==> src/hw/led_matrix_pkg.sv <==
`default_nettype none

package led_matrix_pkg;

  // matrix geometry
  localparam int max_pixels = 64;

  // pixel index and offset width, 6 bits for an 8x8 matrix
  localparam int pixel_width = $clog2(max_pixels);

  // request queue depth, also the host's starting credit count
  localparam int req_depth = 4;

  // byte queue depth, also the sequencer's starting credit count
  localparam int byte_depth = 4;

  // width of the sequencer's byte credit counter (0 .. byte_depth)
  localparam int byte_credit_width = $clog2(byte_depth + 1);

  // command byte that rewinds the matrix frame index
  localparam logic [7:0] cmd_reset_frame_index = 8'h26;

  // one frame request from the host
  typedef struct packed {
    // added to every pixel index, wraps modulo max_pixels
    logic [pixel_width-1:0] offset;
    // pixel count minus one
    logic [pixel_width-1:0] last_pixel;
  } frame_req_t;

  // one byte on its way to the SPI transmitter
  typedef struct packed {
    logic [7:0] data;
    // release chip select once this byte is out
    logic       end_cs;
  } spi_byte_t;

endpackage

`default_nettype wire

==> src/hw/credit_fifo.sv <==
`timescale 1ns/100ps
`default_nettype none

module credit_fifo #(
  parameter type payload_t = logic [7:0],
  parameter int  depth     = 4
) (
  input  logic     clock,
  input  logic     reset,
  input  logic     push,
  input  payload_t din,
  input  logic     pop,
  output payload_t dout,
  output logic     head_valid,
  output logic     credit
);

  localparam int ptr_w = (depth > 1) ? $clog2(depth) : 1;
  localparam int cnt_w = $clog2(depth + 1);

  payload_t           mem [depth];
  logic [ptr_w-1:0]   rd_ptr;
  logic [ptr_w-1:0]   wr_ptr;
  logic [cnt_w-1:0]   count;
  logic               do_push;
  logic               do_pop;

  // a push into a full queue is dropped
  assign do_push    = push && (count != cnt_w'(depth));
  assign do_pop     = pop && (count != '0);
  assign head_valid = (count != '0);
  assign dout       = mem[rd_ptr];

  // storage
  always_ff @(posedge clock) begin
    if (do_push) begin
      mem[wr_ptr] <= din;
    end
  end

  always_ff @(posedge clock) begin
    if (reset) begin
      rd_ptr <= '0;
      wr_ptr <= '0;
      count  <= '0;
      credit <= 1'b0;
    end else begin
      // one credit back to the producer per pop
      credit <= do_pop;
      if (do_push) begin
        wr_ptr <= (wr_ptr == ptr_w'(depth - 1)) ? '0 : wr_ptr + 1'b1;
      end
      if (do_pop) begin
        rd_ptr <= (rd_ptr == ptr_w'(depth - 1)) ? '0 : rd_ptr + 1'b1;
      end
      case ({do_push, do_pop})
        2'b10:   count <= count + 1'b1;
        2'b01:   count <= count - 1'b1;
        default: count <= count;
      endcase
    end
  end

endmodule

`default_nettype wire

==> src/hw/spi_byte_tx.sv <==
`timescale 1ns/100ps
`default_nettype none

module spi_byte_tx import led_matrix_pkg::*; (
  input  logic      clock,
  input  logic      reset,
  input  spi_byte_t byte_in,
  input  logic      byte_valid,
  output logic      byte_pop,
  output logic      sclk,
  output logic      mosi,
  output logic      n_cs
);

  typedef enum logic [1:0] {
    st_idle,
    st_cs_setup,
    st_shift,
    st_cs_hold
  } state_t;

  state_t     state;
  logic [7:0] shift_reg;
  logic [2:0] bit_cnt;
  // low half of a bit period when clear, sclk high half when set
  logic       phase;
  logic       end_cs_q;
  logic       bit_done;
  logic       byte_done;

  // take the head of the byte queue whenever nothing is in flight
  assign byte_pop  = (state == st_idle) && byte_valid;
  assign bit_done  = (state == st_shift) && phase;
  assign byte_done = bit_done && (bit_cnt == 3'd7);

  // byte payload, msb first
  always_ff @(posedge clock) begin
    if (byte_pop) begin
      shift_reg <= byte_in.data;
      end_cs_q  <= byte_in.end_cs;
    end else if (bit_done) begin
      shift_reg <= {shift_reg[6:0], 1'b0};
    end
  end

  always_ff @(posedge clock) begin
    if (reset) begin
      state   <= st_idle;
      bit_cnt <= '0;
      phase   <= 1'b0;
      sclk    <= 1'b0;
      mosi    <= 1'b0;
      n_cs    <= 1'b1;
    end else begin
      case (state)
        st_idle: begin
          if (byte_valid) begin
            // first bit goes out while sclk is still low
            mosi    <= byte_in.data[7];
            bit_cnt <= '0;
            phase   <= 1'b0;
            if (n_cs) begin
              n_cs  <= 1'b0;
              state <= st_cs_setup;
            end else begin
              // chip select still held from the previous byte
              state <= st_shift;
            end
          end
        end

        st_cs_setup: begin
          state <= st_shift;
        end

        st_shift: begin
          if (!phase) begin
            // rising edge, slave samples mosi here
            sclk  <= 1'b1;
            phase <= 1'b1;
          end else begin
            sclk    <= 1'b0;
            phase   <= 1'b0;
            // next bit, zero once the last bit has left
            mosi    <= shift_reg[6];
            bit_cnt <= bit_cnt + 1'b1;
            if (byte_done) begin
              state <= end_cs_q ? st_cs_hold : st_idle;
            end
          end
        end

        st_cs_hold: begin
          n_cs  <= 1'b1;
          state <= st_idle;
        end

        default: begin
          state <= st_idle;
        end
      endcase
    end
  end

endmodule

`default_nettype wire

==> src/hw/frame_sequencer.sv <==
`timescale 1ns/100ps
`default_nettype none

module frame_sequencer import led_matrix_pkg::*; (
  input  logic       clock,
  input  logic       reset,
  input  frame_req_t req,
  input  logic       req_valid,
  input  logic       byte_credit,
  output logic       req_pop,
  output logic       byte_push,
  output spi_byte_t  byte_out
);

  typedef enum logic [1:0] {
    st_idle,
    st_command,
    st_pixels
  } state_t;

  state_t                       state;
  frame_req_t                   req_q;
  logic [pixel_width-1:0]       pixel_idx;
  logic [pixel_width-1:0]       pixel_val;
  logic [byte_credit_width-1:0] credits;
  logic                         has_credit;
  logic                         at_last_pixel;

  assign has_credit    = (credits != '0);
  assign req_pop       = (state == st_idle) && req_valid;
  // every byte waits for a free slot in the byte queue
  assign byte_push     = ((state == st_command) || (state == st_pixels)) && has_credit;
  // the sum wraps on its own at pixel_width bits, i.e. modulo max_pixels
  assign pixel_val     = pixel_idx + req_q.offset;
  assign at_last_pixel = (pixel_idx == req_q.last_pixel);

  always_comb begin
    if (state == st_command) begin
      // command sits alone in its own chip-select frame
      byte_out.data   = cmd_reset_frame_index;
      byte_out.end_cs = 1'b1;
    end else begin
      byte_out.data   = 8'(pixel_val);
      byte_out.end_cs = at_last_pixel;
    end
  end

  // latched request
  always_ff @(posedge clock) begin
    if (req_pop) begin
      req_q <= req;
    end
  end

  // byte queue credits, one spent per push, one back per pop downstream
  always_ff @(posedge clock) begin
    if (reset) begin
      credits <= byte_credit_width'(byte_depth);
    end else begin
      case ({byte_push, byte_credit})
        2'b10:   credits <= credits - 1'b1;
        2'b01:   credits <= credits + 1'b1;
        default: credits <= credits;
      endcase
    end
  end

  always_ff @(posedge clock) begin
    if (reset) begin
      state     <= st_idle;
      pixel_idx <= '0;
    end else begin
      case (state)
        st_idle: begin
          if (req_valid) begin
            pixel_idx <= '0;
            state     <= st_command;
          end
        end

        st_command: begin
          if (has_credit) begin
            state <= st_pixels;
          end
        end

        st_pixels: begin
          // stall in place while out of credits
          if (has_credit) begin
            if (at_last_pixel) begin
              state <= st_idle;
            end else begin
              pixel_idx <= pixel_idx + 1'b1;
            end
          end
        end

        default: begin
          state <= st_idle;
        end
      endcase
    end
  end

endmodule

`default_nettype wire

==> src/hw/led_matrix_top.sv <==
`timescale 1ns/100ps
`default_nettype none

module led_matrix_top import led_matrix_pkg::*; (
  input  logic       clock,
  input  logic       reset,
  input  logic       req_valid,
  input  frame_req_t req,
  output logic       req_credit,
  output logic       sclk,
  output logic       mosi,
  output logic       n_cs
);

  // request queue to sequencer
  frame_req_t req_head;
  logic       req_head_valid;
  logic       req_pop;

  // sequencer to byte queue
  spi_byte_t  seq_byte;
  logic       seq_byte_push;
  logic       byte_credit;

  // byte queue to transmitter
  spi_byte_t  tx_byte;
  logic       tx_byte_valid;
  logic       tx_byte_pop;

  // host requests, credits go straight back to the host
  credit_fifo #(
    .payload_t (frame_req_t),
    .depth     (req_depth)
  ) u_req_fifo (
    .clock      (clock),
    .reset      (reset),
    .push       (req_valid),
    .din        (req),
    .pop        (req_pop),
    .dout       (req_head),
    .head_valid (req_head_valid),
    .credit     (req_credit)
  );

  frame_sequencer u_sequencer (
    .clock       (clock),
    .reset       (reset),
    .req         (req_head),
    .req_valid   (req_head_valid),
    .byte_credit (byte_credit),
    .req_pop     (req_pop),
    .byte_push   (seq_byte_push),
    .byte_out    (seq_byte)
  );

  credit_fifo #(
    .payload_t (spi_byte_t),
    .depth     (byte_depth)
  ) u_byte_fifo (
    .clock      (clock),
    .reset      (reset),
    .push       (seq_byte_push),
    .din        (seq_byte),
    .pop        (tx_byte_pop),
    .dout       (tx_byte),
    .head_valid (tx_byte_valid),
    .credit     (byte_credit)
  );

  spi_byte_tx u_spi_tx (
    .clock      (clock),
    .reset      (reset),
    .byte_in    (tx_byte),
    .byte_valid (tx_byte_valid),
    .byte_pop   (tx_byte_pop),
    .sclk       (sclk),
    .mosi       (mosi),
    .n_cs       (n_cs)
  );

endmodule

`default_nettype wire

==> config.mk <==
export PLATFORM = sky130hd
export DESIGN_NAME = led_matrix_top
export DESIGN_NICKNAME = d
export VERILOG_FILES = /design/src/hw/led_matrix_pkg.sv /design/src/hw/credit_fifo.sv /design/src/hw/spi_byte_tx.sv /design/src/hw/frame_sequencer.sv /design/src/hw/led_matrix_top.sv
export SDC_FILE = /design/constraint.sdc
export NUM_CORES = 1
export LEC_CHECK = 0
export ABC_AREA = 1
export BUFFER_PORTS_ARGS = -buffer_cell sky130_fd_sc_hd__clkbuf_2
export CAP_MARGIN = 10
export CORE_MARGIN = 1
export CORE_UTILIZATION = 51
export DETAILED_ROUTE_END_ITERATION = 10
export PLACE_DENSITY = 0.66
export SLEW_MARGIN = 20
export SYNTH_ARGS = -nofsm -noshare
export SYNTH_HDL_FRONTEND = slang
export SYNTH_HIERARCHICAL = 1
export SYNTH_SLANG_ARGS = --single-unit
==> constraint.sdc <==
create_clock -name clock -period 3 [get_ports clock]
set_input_delay 0.6 -clock clock [delete_from_list [all_inputs] [get_ports clock]]
set_output_delay 0.6 -clock clock [all_outputs]
set_load 0.005 [all_outputs]
# Word-level counts from Yosys, hierarchy flattened
# Memories as Yosys holds them, arrays and structs flattened. A register that Yosys moved wholly into a read port is not among the register bits.
# Cells that the tools add are included.
op_classes:
  n_eq_ne: 27
  mux: 41
  n_reduce_logical: 28
  n_addsub: 13
ops:
  columns: ["op", "count"]
  rows:
  - ["2-bit 2-to-1 mux", 15]
  - ["3-bit case mux with 2 select lines", 4]
  - ["7-bit 2-to-1 mux", 3]
  - ["2-bit equality test (second input constant)", 10]
  - ["6-bit 2-to-1 mux", 3]
  - ["2-bit by 1-bit != test with 1-bit output (second input constant)", 7]
  - ["2-bit nonzero test", 7]
  - ["3-bit by 1-bit adder with 3-bit output (second input constant)", 4]
  - ["6-bit case mux with 2 select lines", 1]
  - ["2-bit by 1-bit equality test with 1-bit output (second input constant)", 5]
  - ["1-bit logical AND", 9]
  - ["3-bit nonzero test", 3]
  - ["3-bit by 1-bit subtractor with 3-bit output (second input constant)", 3]
  - ["2-bit by 1-bit adder with 2-bit output (second input constant)", 4]
  - ["1-bit 2-to-1 mux", 8]
  - ["2-bit case mux with 4 select lines", 1]
  - ["4-bit AND reduction", 2]
  - ["6-bit by 1-bit adder with 6-bit output (second input constant)", 1]
  - ["6-bit adder", 1]
  - ["6-bit equality test", 1]
  - ["3-bit 2-to-1 mux", 2]
  - ["3-bit != test (second input constant)", 2]
  - ["1-bit case mux with 2 select lines", 3]
  - ["2-bit case mux with 3 select lines", 1]
  - ["6 further kinds", 9]
totals:
  wordCells: 130
  ram_bits: 76
  output_inout_bits: 4
  register_bits: 44
  mem_count: 2
memory_table:
  columns: ["memory", "words", "width", "rd", "rd_ports_with_merged_regs", "wr", "line", "text"]
  rows:
  - ["u_req_fifo.mem", 4, 12, 1, 1, 1, "credit_fifo.sv:21", "payload_t mem [depth];"]
  - ["u_byte_fifo.mem", 4, 7, 1, 1, 1, "credit_fifo.sv:21", null]

# Longest topological paths before layout
# Gate-level depths: netlist of run 1.
logic_depth:
  ltp_word: 6
  mapped_depth: 15

# Cells and area by module
# The synthesis of run 1 kept the hierarchy.
by_module_without_submodules:
  columns: ["module", "area_per_inst_um2", "cells_each", "seq_area_each_um2", "n_inst"]
  rows:
  - ["credit_fifo (u_req_fifo)", 2309.7, 188, 1641.6, 1]
  - ["credit_fifo (u_byte_fifo)", 1908.1, 158, 1281.2, 1]
  - ["frame_sequencer", 1450.1, 178, 580.6, 1]
  - ["spi_byte_tx", 809.5, 98, 420.4, 1]

# Worst setup path before layout of run 1
# No wires, ideal clock.
synth_timing:
  path_kind: "reg-to-reg"
  from: "register u_sequencer.state[0]"
  to: "register u_req_fifo.count[2]"
  setup_ps: 110
  path_slack_ps: 909
  t_arrival_ps: 1982
  stages_incl_launch_ff: 16
  required_time_ps: 2890
  n_path_buf: 0
  path_cell_list: "dfxtp_1 -> inv_1 -> ha_1 -> nand2_1 -> inv_1 -> nand2_1 -> inv_1 -> ha_1 -> inv_1 -> fa_1 -> inv_1 -> nand2_1 -> nand3_1 -> nand2_1 -> inv_1 -> nor2_1"
synth_via:
  elab_chain_len: 5
synth_lines:
  columns: ["item", "line", "text"]
  rows:
  - ["start, declared", "frame_sequencer.sv:21", "state_t state;"]
  - ["start signal, assigned", "frame_sequencer.sv:70", "state <= st_idle;"]
  - ["start signal, assigned", "frame_sequencer.sv:77", "state <= st_command;"]
  - ["start signal, assigned", "frame_sequencer.sv:83", "state <= st_pixels;"]
  - ["2-bit logical NOT *", "frame_sequencer.sv:30", "assign req_pop = (state == st_idle) && req_valid;"]
  - ["1-bit logical AND *", "frame_sequencer.sv:30", null]
  - ["named net req_pop", "led_matrix_top.sv:18", "logic req_pop;"]
  - ["1-bit logical AND *", "credit_fifo.sv:30", "assign do_pop = pop && (count != '0);"]
  - ["named net u_req_fifo.do_pop", "credit_fifo.sv:26", "logic do_pop;"]
  - ["2-bit by 1-bit equality test with 1-bit output or 2-bit equality test (tied branches)", "credit_fifo.sv:56", "case ({do_push, do_pop})"]
  - ["3-bit case mux with 2 select lines or 2-bit nonzero test (tied branches)", null, null]
  - ["end signal, assigned", "credit_fifo.sv:57", "2'b10: count <= count + 1'b1;"]
  - ["end signal, assigned", "credit_fifo.sv:58", "2'b01: count <= count - 1'b1;"]
  - ["end signal, assigned", "credit_fifo.sv:59", "default: count <= count;"]
  - ["end, declared", "credit_fifo.sv:24", "logic [cnt_w-1:0] count;"]
# The timed path passes the listed nets; every way through them passes the cells marked *.
# A chain may end at the register's enable or synchronous reset.

# Worst setup path in the final report of run 1
layout_timing:
  from: "register u_spi_tx.state[1]"
  to: "register u_byte_fifo.count[2]"
layout_via:
  elab_chain_len: 5
layout_lines:
  columns: ["item", "line", "text"]
  rows:
  - ["start, declared", "spi_byte_tx.sv:22", "state_t state;"]
  - ["start signal, assigned", "spi_byte_tx.sv:48", "state <= st_idle;"]
  - ["start signal, assigned", "spi_byte_tx.sv:64", "state <= st_cs_setup;"]
  - ["start signal, assigned", "spi_byte_tx.sv:67", "state <= st_shift;"]
  - ["2-bit logical NOT *", "spi_byte_tx.sv:32", "assign byte_pop = (state == st_idle) && byte_valid;"]
  - ["1-bit logical AND *", "spi_byte_tx.sv:32", null]
  - ["named net tx_byte_pop", "led_matrix_top.sv:28", "logic tx_byte_pop;"]
  - ["1-bit logical AND *", "credit_fifo.sv:30", null]
  - ["named net u_byte_fifo.do_pop", "credit_fifo.sv:26", null]
  - ["2-bit by 1-bit equality test with 1-bit output or 2-bit equality test (tied branches)", "credit_fifo.sv:56", null]
  - ["3-bit case mux with 2 select lines or 2-bit nonzero test (tied branches)", null, null]
  - ["end signal, assigned", "credit_fifo.sv:57", null]
  - ["end signal, assigned", "credit_fifo.sv:58", null]
  - ["end signal, assigned", "credit_fifo.sv:59", null]
  - ["end, declared", "credit_fifo.sv:24", null]
# Marks and branches as above.

==> impl_metrics.py, run 1 <==
metrics = {
    "routing": {
        "route.detailed.drc": 0,
        "num_vias": 4245,
        "finalWirelength_um": 11000,
        "via_per_inst": 5.07,
        "antenna_left": 0,
        "wire_per_inst_um": 13.1,
        "drtIter0Drc": 295,
        "firstDrtPassIters": 5,
    },
    "critical_path": {
        "crit_chain": "nor2_4, nand2_4, inv_1, nand2_2, inv_1, ha_1, inv_1, fa_1, inv_1, nand2_1, nand3_1, nand2_1, inv_1, nor2_1",
        "crit_family": "simple AND/OR/NAND/NOR gates",
        "cp_slowest_cell": "fa_1",
        "cp_slowest_stage_delay_ps": 400,
        "crit_path_frequent_cell": "inv_1",
        "cp.required_ps": 3310,
        "worstSetupPathType": "flip-flop to flip-flop",
        "cp_data_arrival_time_ps": 2630,
        "path_buf_inv": 5,
        "cp-start-kind": "flip-flop",
        "worst_setup_path_end_kind": "flip-flop",
        "cp_max_fo": 17,
    },
    "global_routing": {
        "grt_pass1_vias": 4049,
        "overflow": 0,
        "track_usage_pct": 18.7,
        "grt_start_max_net_pins": 26,
        "grt_pass1_wl_um": 18400,
        "antenna_found_initial": 0,
    },
    "synthesis": {
        "ys_ff_latch": 144,
        "async_reset_ff_share_pct": 0,
        "avgSynthCellArea_um2": 10.4,
        "synthCells": 622,
        "ys_top_cells_by_area": "edfxtp_1, dfxtp_1, nand2_1, nor2_1, ha_1",
        "synth_edf_count": 104,
        "yosysSeqAreaShare_pct": 60.6,
        "yosysTopAreaCell": "edfxtp_1",
        "synthDistinctLibCells": 37,
        "ys.flop_type": "edfxtp_1",
        "ys_warn_count": 6,
        "syn_area_um2": 6480,
        "synth_top_area_share_pct": 48.2,
    },
    "cells_and_area": {
        "fillers": 1008,
        "reg.largest.list": "u_req_fifo/mem x48, u_byte_fifo/mem x36, u_sequencer/req_q x12",
        "largest_reg_flops": 48,
        "fin_nets": 702,
        "areaGrowthSynthToFinish_pct": 14.3,
        "drive_above_1_share_pct": 15.2,
        "regArea_um2": 3920,
        "regMostFlops": "u_req_fifo/mem",
        "antenna_cells": 0,
        "multiInputGateArea_um2": 2140,
    },
    "power": {
        "comb_power_share_pct": 32.8,
        "internal_power_uw": 5400,
        "p_sw_uw": 2920,
        "swShare_pct": 35.1,
        "pwr-share-seq_pct": 39.2,
        "p_total_uw": 8320,
        "power_frac_clock_pct": 28.0,
        "power_leakage_uw": 0.00302,
        "p_per_area_nw_per_um2": 1120,
        "peakVddDrop_mv": 0.590,
    },
    "place": {
        "routabilityCongestion": 0.807,
        "io_buffer_count": 18,
        "dp_hpwl_um": 7380,
    },
    "die": {
        "rows": 40,
        "initial_core_util_pct": 53.0,
        "die_x_um": 115,
        "core_area_um2": 12200,
        "fp.dieArea_um2": 13200,
        "die_h_um": 115,
        "io_pins": 19,
    },
    "status": {
        "status": "finished, final reports clean",
    },
    "clocking": {
        "clock_path_buffers": 2,
        "post-cts-setup-buffer-count": 0,
        "cts_resized": 0,
        "h-tree-depth": 4,
        "cts.sinks": 144,
        "cts_tree": "built",
        "clk-insertion-delay-late_ps": 420,
        "cts_buffers": 17,
        "clk_pin_slew_ps": 60,
        "holdBufCountCts": 0,
        "ctsRootBufferMaster": "clkbuf_16",
    },
    "sta": {
        "hold_slack_ps": 394,
        "post-route-period-util_pct": 77.2,
        "worst_pin_slew_ps": 802,
        "finalSetupViolCount": 0,
        "hold_viol": 0,
        "rsz0062_at_grt": "false",
        "relSlewSlack_pct": 46.5,
        "fmax_ghz": 0.432,
        "skew_ps": 6.92,
        "layout_min_cycle_time_ps": 2320,
        "tns_ps": 0,
        "drv_slew": 0,
    },
    "min_path": {
        "min_path_type": "input pin to flip-flop",
    },
    "flow_run": {
        "max_cap_viol_count": 0,
    },
}
worst paths after layout:
path	startpoint	endpoint	slack (ps)	depth (start not counted)
max	u_spi_tx/state[1]$_SDFFE_PP0P_	u_byte_fifo/count[2]$_SDFFE_PP0P_	680	14
min	req[11]	u_req_fifo/mem[3][11]$_DFFE_PP_	390	1
max reg2reg	u_spi_tx/state[1]$_SDFFE_PP0P_	u_byte_fifo/count[2]$_SDFFE_PP0P_	680	14
min reg2reg	u_sequencer/credits[2]$_SDFFE_PP1P_	u_sequencer/credits[2]$_SDFFE_PP1P_	490	1
cell type report:
type	instances	area share (%)
clock buffer	17	5.75
clock inverter	14	3.21
inverter	79	4.11
multi-input combinational	388	28.9
sequential	144	53.0
tap	168	2.84
timing repair buffer	28	2.23
metrics by stage:
stage / std cells / area (µm²) / worst slack, ps / utilization (%)
after floorplan: 623 / 6480 / 909 / -
after global placement: 807 / 6740 / 870 / 55.2
after detailed placement: 807 / 6740 / 755 / 55.2
after CTS: 838 / 7400 / 694 / 60.6
after global routing: 838 / 7400 / 452 / 60.6
final: 838 / 7400 / 683 / 60.6
layout by cell type, fill, tap and decap left out, drive strengths merged:
cell and instances:
or2 1, nor2 102, o211ai 1, dfxtp 40, nand3b 4, ha 25
a21oi 26, nor3b 1, nand4 7, nand3 22, nor3 1, o22ai 22
buf 10, conb 2, o21ai 57, bufinv 6, and2 1, clkinvlp 3
fa 4, clkinv 4, xnor2 1, inv 80, xor2 1, clkbuf 35
nand2 110, edfxtp 104
logic make-up (layout without fill, tap and decap cells):
logic type                 count (synthesis)  count (layout)  synth area share (%)
and+or+nand+nor                          249             249                  17.7
xor gates and xnor gates                   2               2                 0.270
DFF                                      144             144                  60.6
AOI/OAI and AO/OA                        106             106                  8.87
adders and majority gates                 29              29                  6.07
buffers and inverters                     91             138                  6.49
other                                      1               2                0.0579
power groups by stage:
stage	clock (µW)	sequential [µW]	combinational, µW
after global placement	0	3280	2640
after floorplan	0	3170	2210
after global routing	2440	3320	3140
after CTS	2370	3270	2750
after detailed placement	0	3300	2720
final	2330	3260	2730
routing by layer:
layer | wire, µm | global-route usage (%) | vias to the layer above
met5 | 0 | 0 | -
met4 | 264 | 10.4 | 0
met3 | 362 | 4.87 | 22
met2 | 5690 | 33.8 | 74
met1 | 4680 | 20.0 | 1981
li1 | - | - | 2168
synthesized netlist by cell type, types with 12 or more instances:
cell type and n:
edfxtp_1 104, nand2_1 97, nor2_1 91, inv_1 69, dfxtp_1 40, o21ai_0 39, a21oi_1 26, ha_1 25
o22ai_1 21, nand3_1 18, o21ai_1 16, nand2_2 12
No activity file was read; power rests on OpenSTA's default activity.
==> run 2: changes to the inputs <==
ABC_AREA = 0   (was 1)
PLACE_DENSITY = 0.69   (was 0.66)
clock period = 2 ns   (was 3 ns; I/O delays follow)
==> run 2 against run 1 <==
The run now ends with design-rule violations, negative setup slack left. Fmax grew 7.8%. Final area grew 2.3%. Worst setup slack lost 830 ps. Register-to-register slack lost 830 ps. Clock skew grew 1.0 ps. Routed wire length shrank 9.0%. Global-route usage shrank 0.63 points. Critical path type unchanged. Critical endpoint unchanged. Largest cell class unchanged. Highest routed layer unchanged.
==> impl_metrics.py, run 2 <==
metrics = {
    "clocking": {
        "h-tree-depth": 4,
        "clk-insertion-delay-late_ps": 420,
        "clk_pin_slew_ps": 60,
        "cts.sinks": 144,
        "clock_path_buffers": 2,
        "cts_buffers": 17,
        "cts_tree": "built",
        "holdBufCountCts": 0,
        "ctsRootBufferMaster": "clkbuf_16",
    },
    "synthesis": {
        "yosysMostFrequentCell": "edfxtp_1",
        "ys_top_cells_by_area": "edfxtp_1, dfxtp_1, mux4_2, ha_1, inv_1",
        "syn_area_um2": 6180,
        "yosysTopAreaCell": "edfxtp_1",
        "synthTopCellsByCount": "edfxtp_1, dfxtp_1, ha_1",
        "ys_ff_latch": 144,
        "synth_edf_count": 104,
        "yosysSeqAreaShare_pct": 63.4,
        "avgSynthCellArea_um2": 15.1,
        "ys_warn_count": 6,
        "async_reset_ff_share_pct": 0,
        "synth_top_area_share_pct": 50.5,
        "synthCells": 410,
        "synthDistinctLibCells": 57,
        "ys.flop_type": "edfxtp_1",
    },
    "sta": {
        "tns_ps": -366,
        "fmax_ghz": 0.465,
        "drv_slew": 0,
        "finalSetupViolCount": 4,
        "post-route-period-util_pct": 108,
        "hold_viol": 0,
        "setup_ws_ps": -150,
        "skew_ps": 7.95,
        "layout_min_cycle_time_ps": 2150,
        "worst_pin_slew_ps": 632,
        "rsz0062_at_grt": "true",
        "relSlewSlack_pct": 57.9,
    },
    "routing": {
        "drtIter0Drc": 145,
        "finalWirelength_um": 10000,
        "antenna_left": 0,
        "via_per_inst": 5.36,
        "route.detailed.drc": 1,
        "firstDrtPassIters": 7,
        "num_vias": 3465,
        "wire_per_inst_um": 15.5,
    },
    "critical_path": {
        "worstSetupPathType": "flip-flop to flip-flop",
        "cp-start-kind": "flip-flop",
        "critPathLaunch": "u_byte_fifo/count[0]$_SDFFE_PP0P_",
        "r2r-start": "u_byte_fifo/count[0]$_SDFFE_PP0P_",
        "r2r_setup_slack_ps": -150,
        "cp_max_fo": 3,
        "cp.required_ps": 2350,
        "worst_setup_path_end_kind": "flip-flop",
        "cp_data_arrival_time_ps": 2500,
    },
    "min_path": {
        "worstHoldStart": "req[8]",
        "min_path_type": "input pin to flip-flop",
    },
    "die": {
        "initial_core_util_pct": 53.3,
        "fp.dieArea_um2": 12600,
        "die_x_um": 112,
        "rows": 39,
        "io_pins": 19,
        "core_area_um2": 11600,
        "die_h_um": 112,
    },
    "place": {
        "dp.cells": 607,
        "placed_cell_area_um2": 6850,
        "io_buffer_count": 18,
        "routabilityCongestion": 0.738,
        "dp_hpwl_um": 6860,
    },
    "global_routing": {
        "track_usage_pct": 18.1,
        "overflow": 0,
        "grt_pass1_wl_um": 17300,
        "antenna_found_initial": 0,
        "grt_pass1_vias": 3651,
        "grt_start_max_net_pins": 23,
    },
    "cells_and_area": {
        "drive_above_1_share_pct": 37.9,
        "final_common_cell": "edfxtp_1",
        "fillers": 848,
        "antenna_cells": 0,
        "layout_common_cells": "edfxtp_1, buf_4, dfxtp_1",
        "largest_reg_flops": 48,
        "areaGrowthSynthToFinish_pct": 22.5,
        "stdcell_area_um2": 7580,
        "finish.utilization_pct": 65.2,
        "fin_cells": 647,
        "regMostFlops": "u_req_fifo/mem",
        "reg.largest.list": "u_req_fifo/mem x48, u_byte_fifo/mem x36, u_sequencer/req_q x12",
        "fin_nets": 535,
    },
    "status": {
        "violations": "design-rule violations, negative setup slack",
        "status": "finished, violations left",
    },
    "power": {
        "peakVddDrop_mv": 1.12,
        "p_total_uw": 11300,
        "power_leakage_uw": 0.00283,
        "p_per_area_nw_per_um2": 1490,
    },
    "flow_run": {
        "max_cap_viol_count": 0,
    },
}
## run 2: changes by cell type after synthesis, sizes merged, moves of 15 or more
cell	previous run	this run
inv	79	26
mux4	0	21
nand2	110	8
nand3	22	7
o21ai	57	6
nor2	102	19
o22ai	22	0
## run 2: power breakdown
group | switching [µW] | internal, µW
registers | 287 | 4150
clock network | 1260 | 1870
logic | 1810 | 1940
total | 3360 | 7960
## run 2: worst paths after layout
check / depth (start not counted) / end
worst max-delay path: 9 / u_byte_fifo/count[2]$_SDFFE_PP0P_
worst min-delay path: 1 / u_req_fifo/mem[0][8]$_DFFE_PP_
worst min register to register: 2 / u_spi_tx/sclk$_SDFFE_PP0N_
worst max register to register: 9 / u_byte_fifo/count[2]$_SDFFE_PP0P_
## run 2: cell families (layout without fill, tap and decap cells)
logic type | count (synthesis) | in the layout | synth area share, %
AO/OA/AOI/OAI | 52 | 52 | 6.19
adder cells (fa/ha/maj) | 29 | 29 | 6.35
XOR/XNOR | 16 | 16 | 2.27
multiplexers | 37 | 37 | 10.5
AND/OR/NAND/NOR | 90 | 90 | 8.27
other | 1 | 2 | 0.0606
flip-flops | 144 | 144 | 63.4
buffers and inverters | 41 | 134 | 2.95
## run 2: per-stage QoR
| stage | setup WS, ps | hold slack, ps |
|---|---|---|
| finish | -150 | 195 |
| global route | -232 | 179 |
| CTS | -174 | 178 |
| detailed placement | -202 | 475 |
| global placement | -95.2 | 462 |
| floorplan | -173 | 453 |
## run 2: timing repair
action | in CTS | in global routing
gates resized for setup | 11 | 8
buffers inserted | 6 | 2
endpoints found under the setup margin | 5 | 15
pin swaps | 11 | 2
## run 2: routing by layer
layer  global-route usage (%)  vias up  wire length (µm)
li1                         -     1703                 -
met1                     20.1     1703              4200
met2                     32.5       42              5380
met3                     4.70       17               236
met4                     8.36        0               201
met5                        0        -                 0
## run 2: worst max-delay path, stage by stage (launching register included)
cell	delay (ps)
dfxtp_4	350
or3b_4	390
and2_4	150
inv_2	60
ha_4	130
inv_2	30
fa_2	320
xor2_1	150
or3_4	370
a21oi_2	130
## run 2: final cells by class
| class | instances | area [µm²] | share of cell area (%) |
|---|---|---|---|
| clock inverters | 15 | 170 | 2.25 |
| flip-flops and latches | 144 | 3940 | 52.0 |
| repair buffers | 76 | 533 | 7.03 |
| multi-input cells | 226 | 2230 | 29.4 |
| clock buffers | 17 | 425 | 5.61 |
| well taps | 143 | 179 | 2.36 |
| inverters | 26 | 100 | 1.32 |
==> run 3: changes to the inputs <==
SKIP_LAST_GASP = 1   (was unset)
==> run 3 against run 2 <==
Final area hardly changed. Cell count unchanged. Worst setup slack about the same. Largest cell class unchanged. Critical path depth unchanged. Fmax about the same. Clock power about the same. The flow still finishes with violations (design-rule violations, negative setup slack). Critical path type unchanged. Largest power group unchanged. Non-clock buffer count is the same. Hold slack about the same.
==> impl_metrics.py, run 3 (same netlist as run 2, synthesis figures left out) <==
metrics = {
    "routing": {
        "num_vias": 3465,
        "antenna_left": 0,
        "drtIter0Drc": 153,
        "finalWirelength_um": 10000,
        "wire_per_inst_um": 15.5,
        "via_per_inst": 5.36,
        "firstDrtPassIters": 7,
        "route.detailed.drc": 1,
    },
    "critical_path": {
        "worst_setup_path_end_kind": "flip-flop",
        "crit_path_frequent_cell": "inv_2",
        "cp_max_fo": 3,
        "cp_slowest_stage_delay_ps": 390,
        "cp-start-kind": "flip-flop",
        "cp_data_arrival_time_ps": 2500,
        "crit_chain": "or3b_4, and2_4, inv_2, ha_4, inv_2, fa_2, xor2_1, or3_4, a21oi_2",
        "worstSetupPathType": "flip-flop to flip-flop",
        "path_buf_inv": 2,
        "cp.required_ps": 2350,
        "cp_slowest_cell": "or3b_4",
        "crit_family": "simple AND/OR/NAND/NOR gates",
    },
    "min_path": {
        "min_path_type": "input pin to flip-flop",
    },
    "power": {
        "swShare_pct": 29.7,
        "p_per_area_nw_per_um2": 1490,
        "power_leakage_uw": 0.00283,
        "p_sw_uw": 3360,
        "pwr-share-seq_pct": 39.2,
        "comb_power_share_pct": 33.1,
        "internal_power_uw": 7950,
        "peakVddDrop_mv": 1.12,
        "power_frac_clock_pct": 27.7,
    },
    "cells_and_area": {
        "drive_above_1_share_pct": 37.9,
        "regMostFlops": "u_req_fifo/mem",
        "largest_reg_flops": 48,
        "antenna_cells": 0,
        "layout_common_cells": "edfxtp_1, buf_4, dfxtp_1",
        "fin_nets": 535,
        "final_common_cell": "edfxtp_1",
        "areaGrowthSynthToFinish_pct": 22.5,
        "reg.largest.list": "u_req_fifo/mem x48, u_byte_fifo/mem x36, u_sequencer/req_q x12",
    },
    "global_routing": {
        "use_met3_pct": 4.70,
        "overflow": 0,
        "grt_pass1_vias": 3651,
        "antenna_found_initial": 0,
        "use_met2_pct": 32.5,
        "grt_start_max_net_pins": 23,
        "busiest_layer": "met2",
        "track_usage_pct": 18.1,
        "use_met1_pct": 20.1,
        "grt_pass1_wl_um": 17300,
    },
    "clocking": {
        "cts_buffers": 17,
        "cts_tree": "built",
        "clk-insertion-delay-late_ps": 420,
        "cts.sinks": 144,
        "clock_path_buffers": 2,
        "clk_pin_slew_ps": 60,
        "ctsRootBufferMaster": "clkbuf_16",
        "h-tree-depth": 4,
    },
    "sta": {
        "skew_ps": 7.95,
        "worst_pin_slew_ps": 632,
        "finalSetupViolCount": 4,
        "hold_viol": 0,
        "rsz0062_at_grt": "true",
        "relSlewSlack_pct": 57.9,
        "layout_min_cycle_time_ps": 2150,
        "post-route-period-util_pct": 108,
        "tns_ps": -369,
        "fmax_ghz": 0.465,
        "setup_ws_ps": -150,
        "drv_slew": 0,
    },
    "place": {
        "routabilityCongestion": 0.738,
        "post-place-ws_ps": -202,
        "dp_hpwl_um": 6860,
        "io_buffer_count": 18,
    },
    "die": {
        "fp.dieArea_um2": 12600,
        "die_x_um": 112,
        "die_h_um": 112,
        "io_pins": 19,
        "core_area_um2": 11600,
        "rows": 39,
        "initial_core_util_pct": 53.3,
    },
    "flow_run": {
        "max_cap_viol_count": 0,
    },
    "status": {
        "status": "finished, violations left",
        "violations": "design-rule violations, negative setup slack",
    },
}
run 3: power groups by stage:
| stage | registers [µW] | clock network [µW] | logic [µW] |
|---|---|---|---|
| after floorplan | 4470 | 0 | 2440 |
| after global placement | 4470 | 0 | 3410 |
| after detailed placement | 4510 | 0 | 3520 |
| after CTS | 4450 | 3200 | 3710 |
| after global routing | 4510 | 3320 | 4160 |
| final | 4440 | 3130 | 3740 |
run 3: final timing paths:
check,start,end,slack (ps),depth (start not counted)
worst min-delay path,req[8],u_req_fifo/mem[0][8]$_DFFE_PP_,190,1
worst max-delay path,u_byte_fifo/count[0]$_SDFFE_PP0P_,u_byte_fifo/count[2]$_SDFFE_PP0P_,-150,9
worst min register to register,u_spi_tx/sclk$_SDFFE_PP0N_,u_spi_tx/sclk$_SDFFE_PP0N_,490,2
worst max register to register,u_byte_fifo/count[0]$_SDFFE_PP0P_,u_byte_fifo/count[2]$_SDFFE_PP0P_,-150,9
run 3: stage by stage:
step	std cells	hold WS [ps]	util, %	instance area (µm²)	total power, µW
2_1_floorplan	411	453	-	6290	6910
3_3_place_gp	607	462	58.9	6850	7870
3_5_place_dp	607	475	58.9	6850	8030
4_1_cts	645	178	64.9	7540	11400
5_1_grt	647	179	65.2	7570	12000
6_report	647	195	65.2	7570	11300
run 3: layer usage:
metal	up-vias	share of wire, %
met4	0	2.0
met5	-	0
li1	1703	-
met2	42	54
met1	1703	42
met3	17	2.4
run 3: area by class of cell:
class,instances,area [µm²]
Clock buffer,17,425
Clock inverter,15,170
Fill cell,850,4040
Inverter,26,97.6
Multi-Input combinational cell,226,2230
Sequential cell,144,3940
Tap cell,143,179
Timing Repair Buffer,76,533
run 3: what timing repair did:
action,CTS,global route
buffers inserted,6,2
resized for setup,11,7
endpoints found under the setup margin,5,15
hold buffers,0,0
pin swaps,11,2
